## src/fmt_slice_settings.svh

```systemverilog
// Slice configuration settings

`ifndef FMT_SLICE_SETTINGS_SVH
`define FMT_SLICE_SETTINGS_SVH

// Datapath width in bits
`define FS_WIDTH 32

// Parallel lanes, one per FP16 half of the word
`define FS_NUM_LANES 2

// Register stages inside each lane, also the fixed latency
`define FS_PIPE_REGS 2

// Canonical quiet NaNs
`define FS_FP32_QNAN 32'h7FC0_0000
`define FS_FP16_QNAN 16'h7E00

`endif

```

## src/fmt_slice_pkg.sv

```systemverilog
// Floating-point slice types

`include "fmt_slice_settings.svh"

package fmt_slice_pkg;

  // ------------------------------------------------------------------
  // Formats and operations
  // ------------------------------------------------------------------

  typedef enum logic {
    FP32 = 1'b0,
    FP16 = 1'b1
  } fp_fmt_e;

  typedef enum logic [1:0] {
    MIN   = 2'd0,
    MAX   = 2'd1,
    SGNJ  = 2'd2,
    SGNJN = 2'd3
  } op_e;

  // Bit widths of the supported formats
  localparam int unsigned FP32_BITS = 32;
  localparam int unsigned FP16_BITS = 16;

  // ------------------------------------------------------------------
  // Data words
  // ------------------------------------------------------------------

  // One datapath word, also used for lane operands
  typedef logic [`FS_WIDTH-1:0] word_t;

  // Flags in order NV DZ OF UF NX, MSB first
  typedef logic [4:0] status_t;
  localparam int unsigned STATUS_NV = 4;

  // Vector flag in bit 1, format in bit 0
  typedef logic [1:0] aux_t;

endpackage

```

## src/lane_dispatch.sv

```systemverilog
// Lane operand dispatcher

`timescale 1ns/1ns

`include "fmt_slice_settings.svh"

module lane_dispatch (
  input  logic                                      in_valid_i,
  input  fmt_slice_pkg::op_e                        op_i,
  input  fmt_slice_pkg::fp_fmt_e                    fmt_i,
  input  logic                                      vectorial_i,
  input  fmt_slice_pkg::word_t                      operand_a_i,
  input  fmt_slice_pkg::word_t                      operand_b_i,
  output logic [`FS_NUM_LANES-1:0]                  lane_valid_o,
  output fmt_slice_pkg::word_t [`FS_NUM_LANES-1:0]  lane_a_o,
  output fmt_slice_pkg::word_t [`FS_NUM_LANES-1:0]  lane_b_o,
  output fmt_slice_pkg::aux_t                       aux_o,
  output fmt_slice_pkg::op_e                        op_o,
  output fmt_slice_pkg::fp_fmt_e                    fmt_o
);

  import fmt_slice_pkg::*;

  logic        vectorial;
  logic [5:0]  lane_stride;

  // Vector operation only exists for FP16
  assign vectorial = vectorial_i & (fmt_i == FP16);

  // Distance in bits between neighbouring lane slices
  assign lane_stride = (fmt_i == FP16) ? 6'(FP16_BITS) : 6'(FP32_BITS);

  // ------------------------------------------------------------------
  // Operand slicing and lane enables
  // ------------------------------------------------------------------

  always_comb begin : slice_operands
    for (int i = 0; i < `FS_NUM_LANES; i++) begin
      // Upper bits beyond the format are ignored inside the lane
      lane_a_o[i] = operand_a_i >> (i * lane_stride);
      lane_b_o[i] = operand_b_i >> (i * lane_stride);
    end
  end

  always_comb begin : lane_enables
    lane_valid_o = '0;
    lane_valid_o[0] = in_valid_i;
    for (int i = 1; i < `FS_NUM_LANES; i++) begin
      lane_valid_o[i] = in_valid_i & vectorial;
    end
  end

  // Format info travels alongside lane 0 for the packer
  assign aux_o = {vectorial, fmt_i};
  assign op_o  = op_i;
  assign fmt_o = fmt_i;

endmodule

```

## src/minmax_lane.sv

```systemverilog
// Min/max and sign injection lane

`timescale 1ns/1ns

`include "fmt_slice_settings.svh"

module minmax_lane (
  input  logic                    clk_i,
  input  logic                    rst_n_i,
  input  logic                    valid_i,
  input  fmt_slice_pkg::op_e      op_i,
  input  fmt_slice_pkg::fp_fmt_e  fmt_i,
  input  fmt_slice_pkg::aux_t     aux_i,
  input  fmt_slice_pkg::word_t    operand_a_i,
  input  fmt_slice_pkg::word_t    operand_b_i,
  output logic                    valid_o,
  output fmt_slice_pkg::word_t    result_o,
  output fmt_slice_pkg::status_t  status_o,
  output fmt_slice_pkg::aux_t     aux_o
);

  import fmt_slice_pkg::*;

  // Stage 1 registers
  logic                 s1_valid_q;
  op_e                  s1_op_q;
  fp_fmt_e              s1_fmt_q;
  aux_t                 s1_aux_q;
  word_t                s1_a_q;
  word_t                s1_b_q;

  // Operand classification
  logic                 a_sign;
  logic                 b_sign;
  logic                 a_nan;
  logic                 b_nan;
  logic                 a_snan;
  logic                 b_snan;
  logic [`FS_WIDTH-2:0] a_mag;
  logic [`FS_WIDTH-2:0] b_mag;
  word_t                a_box;
  word_t                b_box;
  word_t                qnan;
  logic [4:0]           sign_pos;
  logic                 a_lt_b;
  word_t                result_d;
  status_t              status_d;

  // Stage 2 registers
  logic                 s2_valid_q;
  word_t                s2_result_q;
  status_t              s2_status_q;
  aux_t                 s2_aux_q;

  // ------------------------------------------------------------------
  // Pipeline registers
  // ------------------------------------------------------------------

  always_ff @(posedge clk_i) begin
    if (!rst_n_i) begin
      s1_valid_q <= 1'b0;
      s2_valid_q <= 1'b0;
    end else begin
      s1_valid_q <= valid_i;
      s2_valid_q <= s1_valid_q;
    end
  end

  always_ff @(posedge clk_i) begin
    if (valid_i) begin
      s1_op_q  <= op_i;
      s1_fmt_q <= fmt_i;
      s1_aux_q <= aux_i;
      s1_a_q   <= operand_a_i;
      s1_b_q   <= operand_b_i;
    end
    if (s1_valid_q) begin
      s2_result_q <= result_d;
      s2_status_q <= status_d;
      s2_aux_q    <= s1_aux_q;
    end
  end

  // ------------------------------------------------------------------
  // Classification in the selected format
  // ------------------------------------------------------------------

  always_comb begin : classify
    if (s1_fmt_q == FP16) begin
      a_sign   = s1_a_q[15];
      b_sign   = s1_b_q[15];
      a_mag    = {{(`FS_WIDTH-FP16_BITS){1'b0}}, s1_a_q[14:0]};
      b_mag    = {{(`FS_WIDTH-FP16_BITS){1'b0}}, s1_b_q[14:0]};
      a_nan    = (&s1_a_q[14:10]) & (|s1_a_q[9:0]);
      b_nan    = (&s1_b_q[14:10]) & (|s1_b_q[9:0]);
      a_snan   = a_nan & ~s1_a_q[9];
      b_snan   = b_nan & ~s1_b_q[9];
      // Upper half is NaN-boxed inside the lane already
      a_box    = {{(`FS_WIDTH-FP16_BITS){1'b1}}, s1_a_q[15:0]};
      b_box    = {{(`FS_WIDTH-FP16_BITS){1'b1}}, s1_b_q[15:0]};
      qnan     = {{(`FS_WIDTH-FP16_BITS){1'b1}}, `FS_FP16_QNAN};
      sign_pos = 5'(FP16_BITS - 1);
    end else begin
      a_sign   = s1_a_q[31];
      b_sign   = s1_b_q[31];
      a_mag    = s1_a_q[30:0];
      b_mag    = s1_b_q[30:0];
      a_nan    = (&s1_a_q[30:23]) & (|s1_a_q[22:0]);
      b_nan    = (&s1_b_q[30:23]) & (|s1_b_q[22:0]);
      a_snan   = a_nan & ~s1_a_q[22];
      b_snan   = b_nan & ~s1_b_q[22];
      a_box    = s1_a_q;
      b_box    = s1_b_q;
      qnan     = `FS_FP32_QNAN;
      sign_pos = 5'(FP32_BITS - 1);
    end
  end

  // Sign-magnitude ordering, so -0 sorts below +0
  always_comb begin : order
    if (a_sign != b_sign) begin
      a_lt_b = a_sign;
    end else if (a_sign) begin
      a_lt_b = a_mag > b_mag;
    end else begin
      a_lt_b = a_mag < b_mag;
    end
  end

  always_comb begin : compute
    result_d = a_box;
    status_d = '0;
    unique case (s1_op_q)
      SGNJ:  result_d[sign_pos] = b_sign;
      SGNJN: result_d[sign_pos] = ~b_sign;
      default: begin
        status_d[STATUS_NV] = a_snan | b_snan;
        if (a_nan && b_nan) begin
          result_d = qnan;
        end else if (a_nan) begin
          result_d = b_box;
        end else if (b_nan) begin
          result_d = a_box;
        end else if (a_lt_b ^ (s1_op_q == MAX)) begin
          result_d = a_box;
        end else begin
          result_d = b_box;
        end
      end
    endcase
  end

  assign valid_o  = s2_valid_q;
  assign result_o = s2_result_q;
  assign status_o = s2_status_q;
  assign aux_o    = s2_aux_q;

  // Fixed two-cycle latency through both stages
  a_latency: assert property (@(posedge clk_i) disable iff (!rst_n_i)
    valid_i |-> ##2 valid_o);

endmodule

```

## src/result_pack.sv

```systemverilog
// Lane result packer

`timescale 1ns/1ns

`include "fmt_slice_settings.svh"

module result_pack (
  input  logic [`FS_NUM_LANES-1:0]                    lane_valid_i,
  input  fmt_slice_pkg::word_t [`FS_NUM_LANES-1:0]    lane_result_i,
  input  fmt_slice_pkg::status_t [`FS_NUM_LANES-1:0]  lane_status_i,
  input  fmt_slice_pkg::aux_t                         aux_i,
  output logic                                        out_valid_o,
  output fmt_slice_pkg::word_t                        result_o,
  output fmt_slice_pkg::status_t                      status_o
);

  import fmt_slice_pkg::*;

  logic    res_vec;
  fp_fmt_e res_fmt;

  // Decode the format info carried by lane 0
  assign res_vec = aux_i[1];
  assign res_fmt = fp_fmt_e'(aux_i[0]);

  // ------------------------------------------------------------------
  // Result packing
  // ------------------------------------------------------------------

  always_comb begin : pack
    if (res_fmt == FP16) begin
      // Halves without a result stay NaN-boxed
      result_o = '1;
      for (int i = 0; i < `FS_NUM_LANES; i++) begin
        if (i == 0 || (res_vec && lane_valid_i[i])) begin
          result_o[i*FP16_BITS +: FP16_BITS] = lane_result_i[i][FP16_BITS-1:0];
        end
      end
    end else begin
      result_o = lane_result_i[0];
    end
  end

  // Only lanes that carried an operation contribute flags
  always_comb begin : collapse_status
    status_o = '0;
    for (int i = 0; i < `FS_NUM_LANES; i++) begin
      if (lane_valid_i[i]) begin
        status_o |= lane_status_i[i];
      end
    end
  end

  assign out_valid_o = lane_valid_i[0];

  // Upper lanes only ever run together with lane 0
  a_lane0_leads: assert final ($isunknown(lane_valid_i) || lane_valid_i[0]
                               || (lane_valid_i == '0));

endmodule

```

## src/fmt_slice_top.sv

```systemverilog
// Multi-format FP slice top level

`timescale 1ns/1ns

`include "fmt_slice_settings.svh"

module fmt_slice_top (
  input  logic                    clk_i,
  input  logic                    rst_n_i,
  input  logic                    in_valid_i,
  input  fmt_slice_pkg::op_e      op_i,
  input  fmt_slice_pkg::fp_fmt_e  fmt_i,
  input  logic                    vectorial_i,
  input  fmt_slice_pkg::word_t    operand_a_i,
  input  fmt_slice_pkg::word_t    operand_b_i,
  output logic                    out_valid_o,
  output fmt_slice_pkg::word_t    result_o,
  output fmt_slice_pkg::status_t  status_o
);

  import fmt_slice_pkg::*;

  // Dispatcher to lanes
  logic [`FS_NUM_LANES-1:0]    lane_valid;
  word_t [`FS_NUM_LANES-1:0]   lane_a;
  word_t [`FS_NUM_LANES-1:0]   lane_b;
  aux_t                        dispatch_aux;
  op_e                         lane_op;
  fp_fmt_e                     lane_fmt;

  // Lanes to packer, aux of lane 0 drives the packing
  logic [`FS_NUM_LANES-1:0]    lane_out_valid;
  word_t [`FS_NUM_LANES-1:0]   lane_result;
  status_t [`FS_NUM_LANES-1:0] lane_status;
  aux_t [`FS_NUM_LANES-1:0]    lane_aux;

  lane_dispatch u_dispatch (
    .in_valid_i   (in_valid_i),
    .op_i         (op_i),
    .fmt_i        (fmt_i),
    .vectorial_i  (vectorial_i),
    .operand_a_i  (operand_a_i),
    .operand_b_i  (operand_b_i),
    .lane_valid_o (lane_valid),
    .lane_a_o     (lane_a),
    .lane_b_o     (lane_b),
    .aux_o        (dispatch_aux),
    .op_o         (lane_op),
    .fmt_o        (lane_fmt)
  );

  for (genvar i = 0; i < `FS_NUM_LANES; i++) begin : gen_lanes
    minmax_lane u_lane (
      .clk_i       (clk_i),
      .rst_n_i     (rst_n_i),
      .valid_i     (lane_valid[i]),
      .op_i        (lane_op),
      .fmt_i       (lane_fmt),
      .aux_i       (dispatch_aux),
      .operand_a_i (lane_a[i]),
      .operand_b_i (lane_b[i]),
      .valid_o     (lane_out_valid[i]),
      .result_o    (lane_result[i]),
      .status_o    (lane_status[i]),
      .aux_o       (lane_aux[i])
    );
  end

  result_pack u_pack (
    .lane_valid_i  (lane_out_valid),
    .lane_result_i (lane_result),
    .lane_status_i (lane_status),
    .aux_i         (lane_aux[0]),
    .out_valid_o   (out_valid_o),
    .result_o      (result_o),
    .status_o      (status_o)
  );

endmodule

```

## config.mk

```make
export PLATFORM = sky130hd
export DESIGN_NAME = fmt_slice_top
export DESIGN_NICKNAME = d
export VERILOG_FILES = /design/src/fmt_slice_pkg.sv /design/src/lane_dispatch.sv /design/src/minmax_lane.sv /design/src/result_pack.sv /design/src/fmt_slice_top.sv
export VERILOG_INCLUDE_DIRS = /design/src /design/src/src
export SDC_FILE = /design/constraint.sdc
export NUM_CORES = 1
export LEC_CHECK = 0
export BUFFER_PORTS_ARGS = -buffer_cell sky130_fd_sc_hd__buf_2
export CAP_MARGIN = 20
export CORE_ASPECT_RATIO = 0.7
export CORE_MARGIN = 2
export CORE_UTILIZATION = 58
export DETAILED_ROUTE_END_ITERATION = 12
export HOLD_SLACK_MARGIN = 0.12
export PLACE_DENSITY = 0.89
export SLEW_MARGIN = 30
export SYNTH_ARGS = -nofsm -noshare
export SYNTH_HDL_FRONTEND = slang
export SYNTH_SLANG_ARGS = --single-unit
```

## constraint.sdc

```tcl
create_clock -name clk_i -period 5 [get_ports clk_i]
set_input_delay 0.5 -clock clk_i [delete_from_list [all_inputs] [get_ports clk_i]]
set_output_delay 0.5 -clock clk_i [all_outputs]
set_load 0.03 [all_outputs]
```

==> results.py, run 1 <==
metrics = {
    "run_status": {
        "status": "finished, final reports clean",
    },
    "timing": {
        "drv_slew": 0,
        "max_slew.worst_pin.slew_ps": 931,
        "clock.fmax_ghz": 0.243,
        "slew_headroom_pct": 37.7,
        "fin_hold_ws_ps": 237,
        "clock-skew-final_ps": 8.00,
        "rsz0062_at_grt": "false",
        "post-route-period-util_pct": 82.3,
        "hold_viol": 0,
        "setup_ws_ps": 887,
        "fin_setup_tns_ps": 0,
        "setup_viol": 0,
        "period_minus_slack_ps": 4110,
    },
    "global_routing": {
        "grt_max_degree": 49,
        "overflow": 0,
        "grt_pass1_vias": 5798,
        "gr-usage-all-layers_pct": 27.8,
        "antenna_found_initial": 1,
        "grt_first_pass_wirelength_mm": 31.9,
    },
    "routing": {
        "dr.max_layer_used": "met4",
        "drtIter0Drc": 617,
        "postRouteAntennaNets": 0,
        "met1_length_mm": 8.68,
        "post_drt_wl_per_cell_microns": 21.7,
        "via_per_inst": 6.30,
        "dr_wl_met2_mm": 8.88,
        "drc": 0,
        "via_count": 5917,
        "met3_wirelength_mm": 2.42,
        "drt_first_pass_iters": 6,
        "wl_mm": 20.3,
    },
    "synthesis": {
        "yosysTopAreaCellShare_pct": 56.5,
        "synth.top_cells.by_area": "edfxtp_1, ha_1, and2_1",
        "avgSynthCellArea_sq_um": 12.8,
        "synth-seq-cells": 159,
        "synthesis.area_sq_um": 8240,
        "synth_edf_count": 155,
        "synthArstFlopShare_pct": 0,
        "synth_cell_types": 85,
        "yosys_warnings": 0,
        "syn_inst": 646,
        "synth-seq-area-share_pct": 57.5,
        "synth_largest_area_cell": "edfxtp_1",
        "synth_flop_cell": "edfxtp_1",
    },
    "critical_path": {
        "r2r-end": "gen_lanes[0].u_lane.result_o[13]$_DFFE_PP_",
        "required_ps": 5150,
        "criticalPathCategory": "reg -> reg",
        "r2r_slack_ps": 890,
        "cp-start-kind": "register",
        "critPathArrivalTime_ps": 4270,
        "rr_worst_depth": 11,
        "regToRegStartpoint": "gen_lanes[0].u_lane.s1_aux_q[0]$_DFFE_PP_",
        "crit_path_start": "gen_lanes[0].u_lane.s1_aux_q[0]$_DFFE_PP_",
        "crit_end": "gen_lanes[0].u_lane.result_o[13]$_DFFE_PP_",
        "end_kind": "register",
        "crit_fanout": 21,
    },
    "cells_and_area": {
        "area_delta_synth_final_pct": 13.3,
        "nNetsFinal": 855,
        "num_antenna_cells": 0,
        "design_area_sq_um": 9330,
        "post-route-util_pct": 67.2,
        "finalNonFillerCells": 939,
        "drive_gt1_share_pct": 23.0,
        "fillerInstances": 1035,
    },
    "worst_hold_path": {
        "hold_class": "in -> reg",
    },
    "clocking": {
        "cts_sinks": 159,
        "hold_buffers": 0,
        "clock_latency_ps": 440,
        "cts_root_buffer": "clkbuf_16",
        "cts_max_level": 4,
        "path_clk_slew_ps": 70,
        "clock_path_buffers": 2,
        "cts_resized": 0,
        "cts_tree": "yes",
        "post-cts-setup-buffers": 0,
        "cts_buffers": 17,
    },
    "die": {
        "die_h_microns": 104,
        "start_util_pct": 59.4,
        "io_pins": 109,
        "rows": 36,
        "core-area_sq_um": 13900,
        "die_w_microns": 146,
        "dieArea_sq_um": 15200,
    },
    "placed_design": {
        "pre_cts_ws_ps": 995,
        "gp_congestion": 0.935,
        "dpl.hpwl_mm": 14.9,
        "numPortBuffers": 104,
        "placedInstanceArea_sq_um": 8790,
        "dp_cells": 908,
    },
    "power_and_ir_drop": {
        "share_seq_of_total_power_pct": 48.8,
        "internal_power_mw": 2.44,
        "powerDensity_nw_per_um2": 366,
        "ir_drop_mv": 0.270,
        "switchingPower_mw": 0.976,
        "total_power_mw": 3.41,
        "clkPwrFrac_pct": 35.3,
        "p_comb_share_pct": 15.9,
        "leakagePower_nw": 3.70,
        "netSwitchingFraction_pct": 28.6,
    },
    "job": {
        "drv_cap": 0,
    },
}
[cells in the mapped netlist, types with 3 or more instances]
master / n
nand4_1: 17
and2_1: 39
nand3_1: 11
o21ai_0: 5
and4_1: 4
dfxtp_1: 4
clkbuf_1: 13
a21o_1: 8
nand2_1: 34
nor2b_1: 21
o31a_1: 3
a2bb2oi_1: 4
nor3_1: 7
o31ai_1: 3
a21oi_1: 25
mux2i_1: 3
nor4_1: 11
a22o_1: 19
a32oi_1: 6
o22a_1: 16
ha_1: 47
buf_2: 3
nor2_1: 19
edfxtp_1: 155
inv_1: 46
o32a_1: 9
o21ai_1: 5
a22oi_1: 7
buf_4: 21
and3_1: 6
or4_1: 6
[flip-flops by register name (all words and copies together), names as in the netlist]
| register | cells |
|---|---|
| gen_lanes.u_lane.s1_fmt_q | 1 |
| gen_lanes.u_lane.s1_op_q | 4 |
| gen_lanes.u_lane.valid_o | 2 |
| gen_lanes.u_lane.s1_valid_q | 2 |
| gen_lanes.u_lane.result_o | 48 |
| gen_lanes.u_lane.status_o | 2 |
| gen_lanes.u_lane.s1_b_q | 48 |
| gen_lanes.u_lane.s1_aux_q | 2 |
| gen_lanes.u_lane.s1_a_q | 48 |
| gen_lanes.u_lane.aux_o | 2 |
[kinds of logic after synthesis]
group / Yosys count / share of synthesized area [%]
adders and majority gates: 47 / 7.14
AOI/OAI and AO/OA: 149 / 15.3
other: 1 / 0.0455
muxes: 4 / 0.501
xor gates and xnor gates: 2 / 0.213
and+or+nand+nor: 196 / 14.2
DFF: 159 / 57.5
buffers and inverters: 88 / 5.20
[how the worst min path moves through the flow]
stage                                                          from                                        to  slack [ps]  cells after the start
after floorplan           gen_lanes[0].u_lane.s1_aux_q[1]$_DFFE_PP_    gen_lanes[0].u_lane.aux_o[1]$_DFFE_PP_         400                      0
after global placement    gen_lanes[0].u_lane.s1_aux_q[1]$_DFFE_PP_    gen_lanes[0].u_lane.aux_o[1]$_DFFE_PP_         410                      0
after detailed placement  gen_lanes[0].u_lane.s1_aux_q[1]$_DFFE_PP_    gen_lanes[0].u_lane.aux_o[1]$_DFFE_PP_         420                      0
after CTS                                            operand_b_i[4]   gen_lanes[0].u_lane.s1_b_q[4]$_DFFE_PP_         220                      1
after global routing                                operand_a_i[12]  gen_lanes[0].u_lane.s1_a_q[12]$_DFFE_PP_         220                      1
final                                                operand_a_i[8]   gen_lanes[0].u_lane.s1_a_q[8]$_DFFE_PP_         240                      1
[critical path, cell delays in order (launching register included)]
cell and delay (ps):
edfxtp_1 660, inv_2 430, nand2_1 110, ha_1 330
nand4_1 250, nor4_2 420, nand3_1 170, nor3_4 240
o21bai_2 210, a32oi_4 160, a21oi_2 640, a22oi_1 210
[power groups by stage]
stage,Clock [mW],Sequential (mW),Combinational [mW]
floorplan,0,1.65,0.405
global placement,0,1.69,0.505
detailed placement,0,1.69,0.530
CTS,1.22,1.66,0.534
global route,1.27,1.67,0.589
finish,1.20,1.67,0.544
[metal layers]
layer  vias to the layer above  GRT usage, %
li1                       2652             -
met1                      2894          39.5
met2                       336          39.8
met3                        35          11.0
met4                         0          7.77
met5                         -             0
[layout make-up]
| cell class | instances | area, sq um | area share, % |
|---|---|---|---|
| Clock inverter | 13 | 108 | 1.15 |
| Inverter | 49 | 184 | 1.97 |
| Sequential cell | 159 | 4730 | 50.8 |
| Clock buffer | 18 | 429 | 4.60 |
| Tap cell | 190 | 238 | 2.55 |
| Multi-Input combinational cell | 402 | 3090 | 33.1 |
| Timing Repair Buffer | 108 | 551 | 5.90 |
[layout by cell type, fill, tap and decap left out, types with 4 or more instances in the layout]
cell type and instances:
buf_2 104, or4_1 6, edfxtp_1 155, a22oi_1 7, buf_4 4, o21ai_0 5
o32a_1 9, a22o_1 19, conb_1 4, clkbuf_16 17, nor3_1 7, nor4_1 11
dfxtp_1 4, and3_1 6, o22a_1 16, nand4_1 17, clkinvlp_4 4, a2bb2oi_1 4
nor2b_1 21, o21ai_1 5, inv_6 6, inv_1 46, and2_1 39, a32oi_1 6
and4_1 4, ha_1 47, a21o_1 8, nand3_1 11, nor2_1 19, a21oi_1 25
nand2_1 34
Note: power is estimated with default switching activity, not from simulation.
==> run 2: changes to the inputs <==
Clock period 5 ns to 4.2 ns, I/O delays scaled along.
==> run 2 against run 1 <==
Sequential share of layout area is 0.28 points lower. Setup slack worse by 410 ps. Core utilization up 0.37 points. First-iteration DRC count rose by 12%. Largest cell class unchanged.
==> results.py, run 2 (synthesized netlist as in run 1, its figures left out) <==
metrics = {
    "timing": {
        "hold_viol": 0,
        "setup_viol": 0,
        "setup_ws_ps": 474,
        "fin_setup_tns_ps": 0,
        "clock-skew-final_ps": 11.1,
        "max_slew.worst_pin.slew_ps": 882,
        "slew_headroom_pct": 40.9,
        "post-route-period-util_pct": 88.7,
        "rsz0062_at_grt": "false",
        "drv_slew": 0,
        "period_minus_slack_ps": 3730,
        "clock.fmax_ghz": 0.268,
    },
    "routing": {
        "drtIter0Drc": 690,
        "drt_first_pass_iters": 5,
        "via_count": 5844,
        "postRouteAntennaNets": 0,
        "wl_mm": 19.8,
        "drc": 0,
        "via_per_inst": 6.21,
        "post_drt_wl_per_cell_microns": 21.1,
    },
    "critical_path": {
        "criticalPathCategory": "reg -> reg",
        "crit_fanout": 21,
        "cp-start-kind": "register",
        "critPathArrivalTime_ps": 3860,
        "rr_worst_depth": 11,
        "required_ps": 4340,
        "end_kind": "register",
    },
    "die": {
        "die_h_microns": 104,
        "core-area_sq_um": 13900,
        "rows": 36,
        "dieArea_sq_um": 15200,
        "die_w_microns": 146,
        "io_pins": 109,
        "start_util_pct": 59.4,
    },
    "cells_and_area": {
        "design_area_sq_um": 9380,
        "post-route-util_pct": 67.6,
        "final_cell_mix": "edfxtp_1, buf_2, ha_1, inv_1, and2_1",
        "nNetsFinal": 856,
        "num_antenna_cells": 0,
        "drive_gt1_share_pct": 22.9,
        "layout_commonest_cell": "edfxtp_1",
        "area_delta_synth_final_pct": 13.9,
    },
    "clocking": {
        "clock_path_buffers": 2,
        "cts_resized": 0,
        "post-cts-setup-buffers": 0,
        "cts_sinks": 159,
        "clock_latency_ps": 430,
        "hold_buffers": 0,
        "cts_root_buffer": "clkbuf_16",
        "cts_tree": "yes",
        "path_clk_slew_ps": 70,
        "cts_buffers": 17,
        "cts_max_level": 4,
    },
    "placed_design": {
        "pre_cts_ws_ps": 541,
        "placedInstanceArea_sq_um": 8800,
        "numPortBuffers": 104,
        "gp_congestion": 0.932,
        "dpl.hpwl_mm": 14.7,
    },
    "run_status": {
        "status": "finished, final reports clean",
    },
    "power_and_ir_drop": {
        "powerDensity_nw_per_um2": 444,
        "ir_drop_mv": 0.333,
        "leakagePower_nw": 3.73,
        "total_power_mw": 4.17,
    },
    "global_routing": {
        "grt_first_pass_wirelength_mm": 31.3,
        "grt_max_degree": 44,
        "antenna_found_initial": 0,
        "grt_pass1_vias": 5666,
        "overflow": 0,
        "gr-usage-all-layers_pct": 27.1,
    },
    "worst_hold_path": {
        "hold_class": "in -> reg",
        "hold_depth": 1,
    },
    "job": {
        "drv_cap": 0,
    },
}
[run 2: area by class of cell]
type                            count  area, sq um
Fill cell                        1006         4490
Timing Repair Buffer              109          558
Multi-Input combinational cell    402         3090
Clock buffer                       17          425
Tap cell                          190          238
Clock inverter                     15          155
Inverter                           49          184
Sequential cell                   159         4730
[run 2: worst max-delay path, cell delays in order, from the launching register on]
cell and delay, ps:
edfxtp_1 400, inv_2 330, nand2_1 110, ha_1 320, nand4_1 250, nor4_2 420
nand3_1 170, nor3_4 250, o21bai_2 210, a32oi_4 160, a21oi_2 600, a22oi_1 210
[run 2: metrics by stage]
step / instances / hold WS [ps]
after CTS: 941 / 159
after detailed placement: 909 / 407
final: 941 / 165
after global routing: 941 / 158
after floorplan: 649 / 400
after global placement: 909 / 403
[run 2: final timing paths]
| path | from | slack, ps | endpoint |
|---|---|---|---|
| setup / recovery | gen_lanes[0].u_lane.s1_aux_q[0]$_DFFE_PP_ | 470 | gen_lanes[0].u_lane.result_o[10]$_DFFE_PP_ |
| hold / removal | operand_b_i[4] | 160 | gen_lanes[0].u_lane.s1_b_q[4]$_DFFE_PP_ |
| setup reg to reg | gen_lanes[0].u_lane.s1_aux_q[0]$_DFFE_PP_ | 470 | gen_lanes[0].u_lane.result_o[10]$_DFFE_PP_ |
| hold reg to reg | gen_lanes[0].u_lane.s1_aux_q[1]$_DFFE_PP_ | 420 | gen_lanes[0].u_lane.aux_o[1]$_DFFE_PP_ |
[run 2: power by group]
| part | switching [mW] | internal (mW) | leakage, nW | total, mW |
|---|---|---|---|---|
| Combinational | 0.399 | 0.253 | 1.96 | 0.652 |
| Clock | 0.655 | 0.882 | 0.279 | 1.54 |
| Sequential | 0.0936 | 1.88 | 1.49 | 1.98 |
[run 2: per-layer routing]
metal	GRT usage, %	share of wire (%)	vias up
met5	0	0	-
met4	6.38	1.3	0
met3	7.89	10	31
met2	38.9	44	337
met1	40.8	45	2817
li1	-	-	2659
